--- config.mk ---
export PLATFORM = sky130hd
export DESIGN_NAME = glb_tile_cfg
export DESIGN_NICKNAME = d
export VERILOG_FILES = /design/src/glb_cfg_pkg.sv /design/src/glb_tile_cfg.sv /design/src/glb_tile_cfg_ctrl.sv /design/src/glb_tile_cfg_regs.sv
export SDC_FILE = /design/constraint.sdc
export NUM_CORES = 1
export LEC_CHECK = 0
export ABC_AREA = 1
export BUFFER_PORTS_ARGS = -buffer_cell sky130_fd_sc_hd__buf_2
export CAP_MARGIN = 25
export CELL_PAD_IN_SITES_DETAIL_PLACEMENT = 0
export CELL_PAD_IN_SITES_GLOBAL_PLACEMENT = 2
export CORE_MARGIN = 2
export CORE_UTILIZATION = 32
export DETAILED_ROUTE_END_ITERATION = 6
export MAX_ROUTING_LAYER = met4
export PLACE_DENSITY_LB_ADDON = 0.1
export SLEW_MARGIN = 20
export SYNTH_ARGS = -nofsm -noshare
export SYNTH_HDL_FRONTEND = slang
export SYNTH_SLANG_ARGS = --single-unit
--- constraint.sdc ---
create_clock -name clk -period 4.2 [get_ports clk]
set_clock_uncertainty 0.2 [all_clocks]
set_input_delay 0.21 -clock clk [delete_from_list [all_inputs] [get_ports clk]]
set_output_delay 0.21 -clock clk [all_outputs]
set_load 0.01 [all_outputs]
--- src/glb_cfg_pkg.sv ---
`default_nettype none

package glb_cfg_pkg;

    // Chain and register widths
    localparam int TILE_ID_WIDTH   = 4;
    localparam int REG_ADDR_WIDTH  = 6;
    localparam int CFG_ADDR_WIDTH  = 12;
    localparam int CFG_DATA_WIDTH  = 32;
    localparam int CFG_BYTE_BITS   = 2;
    localparam int QUEUE_DEPTH     = 2;
    localparam int GLB_ADDR_WIDTH  = 16;
    localparam int NUM_WORDS_WIDTH = 16;
    localparam int LATENCY_WIDTH   = 5;

    typedef logic [TILE_ID_WIDTH-1:0]   tile_id_t;
    typedef logic [REG_ADDR_WIDTH-1:0]  reg_addr_t;
    typedef logic [CFG_ADDR_WIDTH-1:0]  cfg_addr_t;
    typedef logic [CFG_DATA_WIDTH-1:0]  cfg_data_t;
    typedef logic [GLB_ADDR_WIDTH-1:0]  glb_addr_t;
    typedef logic [NUM_WORDS_WIDTH-1:0] num_words_t;
    typedef logic [LATENCY_WIDTH-1:0]   latency_t;

    // Register word indices inside one tile
    localparam int REG_TILE_CTRL   = 0;
    localparam int REG_LATENCY     = 1;
    localparam int REG_ST_HDR_BASE = 2;
    localparam int REG_LD_HDR_BASE = 8;

    // Words per DMA header
    localparam int ST_HDR_WORDS = 3;
    localparam int LD_HDR_WORDS = 4;

    // Word offsets inside a header, stride only in load headers
    localparam int HDR_VALIDATE   = 0;
    localparam int HDR_START_ADDR = 1;
    localparam int HDR_NUM_WORDS  = 2;
    localparam int HDR_STRIDE     = 3;

    // Tile control word, the 2-bit fields are given by their low bit
    localparam int CTRL_TILE_CONNECTED = 0;
    localparam int CTRL_G2F_MUX_LSB    = 1;
    localparam int CTRL_F2G_MUX_LSB    = 3;
    localparam int CTRL_LD_MODE_LSB    = 5;
    localparam int CTRL_ST_MODE_LSB    = 7;
    localparam int CTRL_USE_VALID      = 9;

endpackage

`default_nettype wire

--- src/glb_tile_cfg.sv ---
`timescale 1ns/1ns
`default_nettype none

module glb_tile_cfg (
    input  logic                   clk,
    input  logic                   arst_n,
    input  glb_cfg_pkg::tile_id_t  glb_tile_id,

    // Chain, west side
    input  logic                   cfg_wst_wr_en,
    input  logic                   cfg_wst_rd_en,
    input  glb_cfg_pkg::cfg_addr_t cfg_wst_addr,
    input  glb_cfg_pkg::cfg_data_t cfg_wst_data,
    output glb_cfg_pkg::cfg_data_t cfg_wst_rd_data,
    output logic                   cfg_wst_rd_data_valid,

    // Chain, east side
    output logic                   cfg_est_wr_en,
    output logic                   cfg_est_rd_en,
    output glb_cfg_pkg::cfg_addr_t cfg_est_addr,
    output glb_cfg_pkg::cfg_data_t cfg_est_data,
    input  glb_cfg_pkg::cfg_data_t cfg_est_rd_data,
    input  logic                   cfg_est_rd_data_valid,

    input  logic [glb_cfg_pkg::QUEUE_DEPTH-1:0] st_dma_invalidate_pulse,
    input  logic [glb_cfg_pkg::QUEUE_DEPTH-1:0] ld_dma_invalidate_pulse,

    // Configuration outputs
    output logic                   cfg_tile_connected,
    output logic [1:0]             cfg_strm_g2f_mux,
    output logic [1:0]             cfg_strm_f2g_mux,
    output logic [1:0]             cfg_ld_dma_mode,
    output logic [1:0]             cfg_st_dma_mode,
    output logic                   cfg_use_valid,
    output glb_cfg_pkg::latency_t  cfg_latency,
    output logic [glb_cfg_pkg::QUEUE_DEPTH-1:0] cfg_st_dma_valid,
    output glb_cfg_pkg::glb_addr_t  cfg_st_dma_start_addr [glb_cfg_pkg::QUEUE_DEPTH],
    output glb_cfg_pkg::num_words_t cfg_st_dma_num_words  [glb_cfg_pkg::QUEUE_DEPTH],
    output logic [glb_cfg_pkg::QUEUE_DEPTH-1:0] cfg_ld_dma_valid,
    output glb_cfg_pkg::glb_addr_t  cfg_ld_dma_start_addr [glb_cfg_pkg::QUEUE_DEPTH],
    output glb_cfg_pkg::num_words_t cfg_ld_dma_num_words  [glb_cfg_pkg::QUEUE_DEPTH],
    output glb_cfg_pkg::cfg_data_t  cfg_ld_dma_stride     [glb_cfg_pkg::QUEUE_DEPTH]
);

    import glb_cfg_pkg::*;

    // Controller to register file
    logic      reg_wr_en;
    logic      reg_rd_en;
    reg_addr_t reg_addr;
    cfg_data_t reg_wr_data;
    cfg_data_t reg_rd_data;

    glb_tile_cfg_ctrl u_ctrl (
        .clk                   (clk),
        .arst_n                (arst_n),
        .glb_tile_id           (glb_tile_id),
        .cfg_wst_wr_en         (cfg_wst_wr_en),
        .cfg_wst_rd_en         (cfg_wst_rd_en),
        .cfg_wst_addr          (cfg_wst_addr),
        .cfg_wst_data          (cfg_wst_data),
        .cfg_wst_rd_data       (cfg_wst_rd_data),
        .cfg_wst_rd_data_valid (cfg_wst_rd_data_valid),
        .cfg_est_wr_en         (cfg_est_wr_en),
        .cfg_est_rd_en         (cfg_est_rd_en),
        .cfg_est_addr          (cfg_est_addr),
        .cfg_est_data          (cfg_est_data),
        .cfg_est_rd_data       (cfg_est_rd_data),
        .cfg_est_rd_data_valid (cfg_est_rd_data_valid),
        .reg_wr_en             (reg_wr_en),
        .reg_rd_en             (reg_rd_en),
        .reg_addr              (reg_addr),
        .reg_wr_data           (reg_wr_data),
        .reg_rd_data           (reg_rd_data)
    );

    glb_tile_cfg_regs u_regs (
        .clk                     (clk),
        .arst_n                  (arst_n),
        .reg_wr_en               (reg_wr_en),
        .reg_rd_en               (reg_rd_en),
        .reg_addr                (reg_addr),
        .reg_wr_data             (reg_wr_data),
        .reg_rd_data             (reg_rd_data),
        .st_dma_invalidate_pulse (st_dma_invalidate_pulse),
        .ld_dma_invalidate_pulse (ld_dma_invalidate_pulse),
        .cfg_tile_connected      (cfg_tile_connected),
        .cfg_strm_g2f_mux        (cfg_strm_g2f_mux),
        .cfg_strm_f2g_mux        (cfg_strm_f2g_mux),
        .cfg_ld_dma_mode         (cfg_ld_dma_mode),
        .cfg_st_dma_mode         (cfg_st_dma_mode),
        .cfg_use_valid           (cfg_use_valid),
        .cfg_latency             (cfg_latency),
        .cfg_st_dma_valid        (cfg_st_dma_valid),
        .cfg_st_dma_start_addr   (cfg_st_dma_start_addr),
        .cfg_st_dma_num_words    (cfg_st_dma_num_words),
        .cfg_ld_dma_valid        (cfg_ld_dma_valid),
        .cfg_ld_dma_start_addr   (cfg_ld_dma_start_addr),
        .cfg_ld_dma_num_words    (cfg_ld_dma_num_words),
        .cfg_ld_dma_stride       (cfg_ld_dma_stride)
    );

endmodule

`default_nettype wire

--- src/glb_tile_cfg_ctrl.sv ---
`timescale 1ns/1ns
`default_nettype none

module glb_tile_cfg_ctrl (
    input  logic                   clk,
    input  logic                   arst_n,
    input  glb_cfg_pkg::tile_id_t  glb_tile_id,

    // West side of the chain
    input  logic                   cfg_wst_wr_en,
    input  logic                   cfg_wst_rd_en,
    input  glb_cfg_pkg::cfg_addr_t cfg_wst_addr,
    input  glb_cfg_pkg::cfg_data_t cfg_wst_data,
    output glb_cfg_pkg::cfg_data_t cfg_wst_rd_data,
    output logic                   cfg_wst_rd_data_valid,

    // East side of the chain
    output logic                   cfg_est_wr_en,
    output logic                   cfg_est_rd_en,
    output glb_cfg_pkg::cfg_addr_t cfg_est_addr,
    output glb_cfg_pkg::cfg_data_t cfg_est_data,
    input  glb_cfg_pkg::cfg_data_t cfg_est_rd_data,
    input  logic                   cfg_est_rd_data_valid,

    // Register file access
    output logic                   reg_wr_en,
    output logic                   reg_rd_en,
    output glb_cfg_pkg::reg_addr_t reg_addr,
    output glb_cfg_pkg::cfg_data_t reg_wr_data,
    input  glb_cfg_pkg::cfg_data_t reg_rd_data
);

    import glb_cfg_pkg::*;

    tile_id_t req_tile_id;
    logic     tile_hit;

    // One request stage, its outputs go straight east
    always_ff @(posedge clk or negedge arst_n) begin
        if (!arst_n) begin
            cfg_est_wr_en <= 1'b0;
            cfg_est_rd_en <= 1'b0;
            cfg_est_addr  <= '0;
            cfg_est_data  <= '0;
        end else begin
            cfg_est_wr_en <= cfg_wst_wr_en;
            cfg_est_rd_en <= cfg_wst_rd_en;
            cfg_est_addr  <= cfg_wst_addr;
            cfg_est_data  <= cfg_wst_data;
        end
    end

    // Tile id sits in the top bits of the address
    assign req_tile_id = cfg_est_addr[CFG_ADDR_WIDTH-1 -: TILE_ID_WIDTH];
    assign tile_hit    = (req_tile_id == glb_tile_id);

    // Local access decoded from the request stage
    assign reg_wr_en   = cfg_est_wr_en & tile_hit;
    assign reg_rd_en   = cfg_est_rd_en & tile_hit;
    assign reg_addr    = cfg_est_addr[CFG_BYTE_BITS +: REG_ADDR_WIDTH];
    assign reg_wr_data = cfg_est_data;

    // Read return towards the west
    // Local data wins over an east return in the same cycle
    always_ff @(posedge clk or negedge arst_n) begin
        if (!arst_n) begin
            cfg_wst_rd_data       <= '0;
            cfg_wst_rd_data_valid <= 1'b0;
        end else if (reg_rd_en) begin
            cfg_wst_rd_data       <= reg_rd_data;
            cfg_wst_rd_data_valid <= 1'b1;
        end else if (cfg_est_rd_data_valid) begin
            cfg_wst_rd_data       <= cfg_est_rd_data;
            cfg_wst_rd_data_valid <= 1'b1;
        end else begin
            cfg_wst_rd_data_valid <= 1'b0;
        end
    end

endmodule

`default_nettype wire

--- src/glb_tile_cfg_regs.sv ---
`timescale 1ns/1ns
`default_nettype none

module glb_tile_cfg_regs (
    input  logic                              clk,
    input  logic                              arst_n,

    // Access from the controller
    input  logic                              reg_wr_en,
    input  logic                              reg_rd_en,
    input  glb_cfg_pkg::reg_addr_t            reg_addr,
    input  glb_cfg_pkg::cfg_data_t            reg_wr_data,
    output glb_cfg_pkg::cfg_data_t            reg_rd_data,

    // Clear pulses from the DMA engines
    input  logic [glb_cfg_pkg::QUEUE_DEPTH-1:0] st_dma_invalidate_pulse,
    input  logic [glb_cfg_pkg::QUEUE_DEPTH-1:0] ld_dma_invalidate_pulse,

    // Tile control fields
    output logic                              cfg_tile_connected,
    output logic [1:0]                        cfg_strm_g2f_mux,
    output logic [1:0]                        cfg_strm_f2g_mux,
    output logic [1:0]                        cfg_ld_dma_mode,
    output logic [1:0]                        cfg_st_dma_mode,
    output logic                              cfg_use_valid,
    output glb_cfg_pkg::latency_t             cfg_latency,

    // DMA headers
    output logic [glb_cfg_pkg::QUEUE_DEPTH-1:0] cfg_st_dma_valid,
    output glb_cfg_pkg::glb_addr_t  cfg_st_dma_start_addr [glb_cfg_pkg::QUEUE_DEPTH],
    output glb_cfg_pkg::num_words_t cfg_st_dma_num_words  [glb_cfg_pkg::QUEUE_DEPTH],
    output logic [glb_cfg_pkg::QUEUE_DEPTH-1:0] cfg_ld_dma_valid,
    output glb_cfg_pkg::glb_addr_t  cfg_ld_dma_start_addr [glb_cfg_pkg::QUEUE_DEPTH],
    output glb_cfg_pkg::num_words_t cfg_ld_dma_num_words  [glb_cfg_pkg::QUEUE_DEPTH],
    output glb_cfg_pkg::cfg_data_t  cfg_ld_dma_stride     [glb_cfg_pkg::QUEUE_DEPTH]
);

    import glb_cfg_pkg::*;

    cfg_data_t rd_word;
    logic      ctrl_wr;
    logic      latency_wr;

    // Word index of one field of one queue entry
    function automatic reg_addr_t hdr_word(input int base, input int words,
                                           input int q, input int w);
        return reg_addr_t'(base + q * words + w);
    endfunction

    assign ctrl_wr    = reg_wr_en && (reg_addr == reg_addr_t'(REG_TILE_CTRL));
    assign latency_wr = reg_wr_en && (reg_addr == reg_addr_t'(REG_LATENCY));

    always_ff @(posedge clk or negedge arst_n) begin
        if (!arst_n) begin
            cfg_tile_connected <= 1'b0;
            cfg_strm_g2f_mux   <= '0;
            cfg_strm_f2g_mux   <= '0;
            cfg_ld_dma_mode    <= '0;
            cfg_st_dma_mode    <= '0;
            cfg_use_valid      <= 1'b0;
        end else if (ctrl_wr) begin
            cfg_tile_connected <= reg_wr_data[CTRL_TILE_CONNECTED];
            cfg_strm_g2f_mux   <= reg_wr_data[CTRL_G2F_MUX_LSB +: 2];
            cfg_strm_f2g_mux   <= reg_wr_data[CTRL_F2G_MUX_LSB +: 2];
            cfg_ld_dma_mode    <= reg_wr_data[CTRL_LD_MODE_LSB +: 2];
            cfg_st_dma_mode    <= reg_wr_data[CTRL_ST_MODE_LSB +: 2];
            cfg_use_valid      <= reg_wr_data[CTRL_USE_VALID];
        end
    end

    always_ff @(posedge clk or negedge arst_n) begin
        if (!arst_n) begin
            cfg_latency <= '0;
        end else if (latency_wr) begin
            cfg_latency <= reg_wr_data[LATENCY_WIDTH-1:0];
        end
    end

    // Header queues, an invalidate pulse beats a write of the validate word
    always_ff @(posedge clk or negedge arst_n) begin
        if (!arst_n) begin
            cfg_st_dma_valid <= '0;
            cfg_ld_dma_valid <= '0;
            for (int q = 0; q < QUEUE_DEPTH; q++) begin
                cfg_st_dma_start_addr[q] <= '0;
                cfg_st_dma_num_words[q]  <= '0;
                cfg_ld_dma_start_addr[q] <= '0;
                cfg_ld_dma_num_words[q]  <= '0;
                cfg_ld_dma_stride[q]     <= '0;
            end
        end else begin
            for (int q = 0; q < QUEUE_DEPTH; q++) begin
                if (st_dma_invalidate_pulse[q]) begin
                    cfg_st_dma_valid[q] <= 1'b0;
                end else if (reg_wr_en &&
                             reg_addr == hdr_word(REG_ST_HDR_BASE, ST_HDR_WORDS, q,
                                                  HDR_VALIDATE)) begin
                    cfg_st_dma_valid[q] <= reg_wr_data[0];
                end
                if (ld_dma_invalidate_pulse[q]) begin
                    cfg_ld_dma_valid[q] <= 1'b0;
                end else if (reg_wr_en &&
                             reg_addr == hdr_word(REG_LD_HDR_BASE, LD_HDR_WORDS, q,
                                                  HDR_VALIDATE)) begin
                    cfg_ld_dma_valid[q] <= reg_wr_data[0];
                end

                if (reg_wr_en) begin
                    if (reg_addr == hdr_word(REG_ST_HDR_BASE, ST_HDR_WORDS, q,
                                             HDR_START_ADDR)) begin
                        cfg_st_dma_start_addr[q] <= reg_wr_data[GLB_ADDR_WIDTH-1:0];
                    end
                    if (reg_addr == hdr_word(REG_ST_HDR_BASE, ST_HDR_WORDS, q,
                                             HDR_NUM_WORDS)) begin
                        cfg_st_dma_num_words[q] <= reg_wr_data[NUM_WORDS_WIDTH-1:0];
                    end
                    if (reg_addr == hdr_word(REG_LD_HDR_BASE, LD_HDR_WORDS, q,
                                             HDR_START_ADDR)) begin
                        cfg_ld_dma_start_addr[q] <= reg_wr_data[GLB_ADDR_WIDTH-1:0];
                    end
                    if (reg_addr == hdr_word(REG_LD_HDR_BASE, LD_HDR_WORDS, q,
                                             HDR_NUM_WORDS)) begin
                        cfg_ld_dma_num_words[q] <= reg_wr_data[NUM_WORDS_WIDTH-1:0];
                    end
                    if (reg_addr == hdr_word(REG_LD_HDR_BASE, LD_HDR_WORDS, q,
                                             HDR_STRIDE)) begin
                        cfg_ld_dma_stride[q] <= reg_wr_data;
                    end
                end
            end
        end
    end

    // Read mux, unmapped words stay zero
    always_comb begin
        rd_word = '0;
        if (reg_addr == reg_addr_t'(REG_TILE_CTRL)) begin
            rd_word[CTRL_TILE_CONNECTED]    = cfg_tile_connected;
            rd_word[CTRL_G2F_MUX_LSB +: 2]  = cfg_strm_g2f_mux;
            rd_word[CTRL_F2G_MUX_LSB +: 2]  = cfg_strm_f2g_mux;
            rd_word[CTRL_LD_MODE_LSB +: 2]  = cfg_ld_dma_mode;
            rd_word[CTRL_ST_MODE_LSB +: 2]  = cfg_st_dma_mode;
            rd_word[CTRL_USE_VALID]         = cfg_use_valid;
        end
        if (reg_addr == reg_addr_t'(REG_LATENCY)) begin
            rd_word = cfg_data_t'(cfg_latency);
        end
        for (int q = 0; q < QUEUE_DEPTH; q++) begin
            if (reg_addr == hdr_word(REG_ST_HDR_BASE, ST_HDR_WORDS, q, HDR_VALIDATE)) begin
                rd_word = cfg_data_t'(cfg_st_dma_valid[q]);
            end
            if (reg_addr == hdr_word(REG_ST_HDR_BASE, ST_HDR_WORDS, q, HDR_START_ADDR)) begin
                rd_word = cfg_data_t'(cfg_st_dma_start_addr[q]);
            end
            if (reg_addr == hdr_word(REG_ST_HDR_BASE, ST_HDR_WORDS, q, HDR_NUM_WORDS)) begin
                rd_word = cfg_data_t'(cfg_st_dma_num_words[q]);
            end
            if (reg_addr == hdr_word(REG_LD_HDR_BASE, LD_HDR_WORDS, q, HDR_VALIDATE)) begin
                rd_word = cfg_data_t'(cfg_ld_dma_valid[q]);
            end
            if (reg_addr == hdr_word(REG_LD_HDR_BASE, LD_HDR_WORDS, q, HDR_START_ADDR)) begin
                rd_word = cfg_data_t'(cfg_ld_dma_start_addr[q]);
            end
            if (reg_addr == hdr_word(REG_LD_HDR_BASE, LD_HDR_WORDS, q, HDR_NUM_WORDS)) begin
                rd_word = cfg_data_t'(cfg_ld_dma_num_words[q]);
            end
            if (reg_addr == hdr_word(REG_LD_HDR_BASE, LD_HDR_WORDS, q, HDR_STRIDE)) begin
                rd_word = cfg_ld_dma_stride[q];
            end
        end
    end

    // Data only shows while a local read is active
    assign reg_rd_data = reg_rd_en ? rd_word : '0;

endmodule

`default_nettype wire

==> impl_metrics.tcl <==
set metrics [dict create \
    r2r-start "u_ctrl.cfg_est_addr[9]" \
    core_area_sq_um 36500 \
    syn-num-nets 1406 \
    core.rowCount 70 \
    cts_buffer_depth 3 \
    p_leak_nw 8.35 \
    hp-class "input pin to register" \
    min_to "u_ctrl.cfg_est_data[22]" \
    drt_iter0_markers 657 \
    post_dp_cell_area_sq_um 14200 \
    grt_max_degree 101 \
    setup_viol_count_final 0 \
    cts_resized 0 \
    postSynthCellCount 1317 \
    seq_area_frac_synth 0.613 \
    initial_utilization 0.324 \
    routedWlPerCell_um 19.7 \
    area_growth_pct 37.9 \
    antenna_found_initial 0 \
    fin_total_pwr_mw 6.50 \
    tritoncts "done" \
    yosysWarnings 0 \
    n_antenna_cell 0 \
    drtPass1Iterations 5 \
    hpwl_um 31800 \
    clk_pin_slew_ns 0.06 \
    synth_cell_types 30 \
    finalCritPeriodShare 0.692 \
    grt_overflow 0 \
    power.density_nw_per_um2 398 \
    slew_headroom 0.344 \
    hold_ws_ns 0.115 \
    maxCapViolCount 0 \
    ant_nets 0 \
    path_max_fanout 32 \
    final_hold_viol_count 0 \
    design_area_sq_um 16300 \
    cts_max_level 2 \
    drc 0 \
    grt_pass1_wl_um 66700 \
    crit_arrival_ns 3.12 \
    die_w_um 196 \
    synth_seq_cells 290 \
    portBuffers 378 \
    hold_depth 2 \
    clkLatencyLatePin_ns 0.52 \
    regToRegSetupSlack_ns 1.29 \
    viasPerCell 4.78 \
    r2r-end "u_regs.cfg_st_dma_num_words[29]" \
    grt_pass1_vias 10700 \
    fp.dieArea_sq_um 38600 \
    min_period_ns 2.91 \
    ir_drop_uv 348 \
    crit_type "register to register" \
    postRouteWirelength_um 44700 \
    status "complete, no violations" \
    synth.avg_cell_area_sq_um 9.00 \
    drv_slew 0 \
    fmax_ghz 0.344 \
    reg2reg_depth 6 \
    drive_gt1_frac 0.266 \
    ctsRootBufferMaster "clkbuf_16" \
    nNetsFinal 1865 \
    tns_ns 0 \
    dr_total_vias 10800 \
    grtUsageTotal 0.238 \
    crit_path_end_kind "register" \
    clock-sinks 290 \
    worstSetupStartpointType "register" \
    globalplace.congestion 0.781 \
    boundaryPins 379 \
    worstMarginPinSlew_ns 0.981 \
    rsz0062_at_grt "no" \
    postCtsSetupRepairBufs 0 \
    crit_required_ns 4.41 \
    synthesis.area_sq_um 11800 \
    hp-start "cfg_wst_data[22]" \
    numCtsBuffers 36 \
    fp.dieH_um 196 \
]
[metrics by stage]
| step | setup slack [ns] | cells | util |
|---|---|---|---|
| 2_1_floorplan | 2.21 | 1317 | - |
| 3_3_place_gp | 1.29 | 2104 | 0.388 |
| 3_5_place_dp | 1.23 | 2105 | 0.388 |
| 4_1_cts | 1.20 | 2262 | 0.446 |
| 5_1_grt | 1.04 | 2264 | 0.447 |
| 6_report | 1.29 | 2264 | 0.447 |
[report_power, final]
part	total [mW]	switching, mW	leakage (nW)	internal, mW
registers	2.95	0.0667	3.86	2.89
logic	0.502	0.295	3.93	0.207
clock network	3.04	1.19	0.560	1.85
[metal layers]
metal  global-route usage  wire (um)  up-vias
li1                     -          -     5231
met1                0.288      18400     5196
met2                0.400      22200      338
met3               0.0556       3060       58
met4               0.0631        993        0
met5                    -          0        -
[cell usage in the layout (no fill, tap or decap), types with 3 or more instances in the layout]
cell type / instances
inv_2: 6
or2_2: 6
nor2_2: 6
dlygate4sd3_1: 99
nor3_1: 3
a31oi_1: 16
nand4_1: 30
o21ai_0: 227
nand2_1: 433
nand3_1: 9
a21oi_1: 43
a221oi_1: 16
clkbuf_1: 8
nor2_1: 54
clkbuf_8: 7
clkinv_2: 4
buf_4: 16
clkbuf_16: 37
or2_0: 5
a311oi_1: 3
buf_2: 377
nand2_2: 4
nor2_4: 5
dfrtp_1: 290
o21ai_1: 8
inv_1: 65
buf_8: 3
[cells by family after synthesis]
logic type	after synthesis	synth area share
AND/OR/NAND/NOR	556	0.191
flip-flops	290	0.613
XOR/XNOR	3	0.00222
AO/OA/AOI/OAI	319	0.144
buffers and inverters	149	0.0496
[worst max path at each step]
stage	start	end	slack [ns]	cells past startpoint
finish	u_ctrl.cfg_est_addr[9]	u_regs.cfg_st_dma_num_words[29]	1.29	6
detailed placement	u_ctrl.cfg_est_addr[9]	u_regs.cfg_ld_dma_stride[60]	1.23	6
CTS	u_ctrl.cfg_est_addr[9]	u_regs.cfg_ld_dma_stride[63]	1.20	6
floorplan	u_ctrl.cfg_est_addr[6]	u_ctrl.cfg_wst_rd_data[7]	2.21	14
global route	u_ctrl.cfg_est_addr[9]	u_regs.cfg_st_dma_num_words[23]	1.04	6
global placement	u_ctrl.cfg_est_addr[9]	u_regs.cfg_ld_dma_start_addr[28]	1.29	6
[worst max-delay path: stages (launching register included)]
cell and delay (ns):
dfrtp_1 0.38, or2_0 0.21, a211oi_2 0.28, nand2_1 0.22, inv_2 0.39, nand2_1 0.69, o21ai_0 0.41
[cells in the mapped netlist (all sizes together)]
library cell	number	area, sq um
o21ai	235	1180
a32oi	1	8.76
or2	11	68.8
inv	71	267
xnor2	2	17.5
a21oi	43	215
a311oi	3	26.3
buf	16	88.8
a31oi	16	100
xor2	1	8.76
a21boi	2	15.0
nand4	30	188
dfrtp	290	7260
clkinv	2	7.51
nand3	9	45.0
a211oi	1	12.5
nor2	65	297
clkbuf	60	225
a22oi	2	15.0
a221oi	16	140
nand2	438	1650
nor3	3	15.0
[area by class of cell]
class	count	area (sq um)
Clock buffer	52	1050
Clock inverter	6	80.1
Fill cell	3662	20200
Inverter	73	274
Multi-Input combinational cell	878	4010
Sequential cell	290	7260
Tap cell	468	586
Timing Repair Buffer	497	3070
[registers in the layout (all words and copies together), names as in the netlist]
register and cells:
u_regs.cfg_ld_dma_stride 64, u_ctrl.cfg_est_data 32, u_ctrl.cfg_wst_rd_data 32, u_regs.cfg_ld_dma_num_words 32, u_regs.cfg_ld_dma_start_addr 32, u_regs.cfg_st_dma_num_words 32
u_regs.cfg_st_dma_start_addr 32, u_ctrl.cfg_est_addr 12, u_regs.cfg_latency 5, u_regs.cfg_ld_dma_mode 2, u_regs.cfg_ld_dma_valid 2, u_regs.cfg_st_dma_mode 2
u_regs.cfg_st_dma_valid 2, u_regs.cfg_strm_f2g_mux 2, u_regs.cfg_strm_g2f_mux 2, u_ctrl.cfg_est_rd_en 1, u_ctrl.cfg_est_wr_en 1, u_ctrl.cfg_wst_rd_data_valid 1
u_regs.cfg_tile_connected 1, u_regs.cfg_use_valid 1
[repair_timing]
| action | CTS | global route |
|---|---|---|
| setup endpoints to repair | 0 | 0 |
| endpoints found under the hold margin | 177 | 0 |
| hold buffers | 99 | 0 |
No activity file was read; power rests on OpenSTA's default activity.
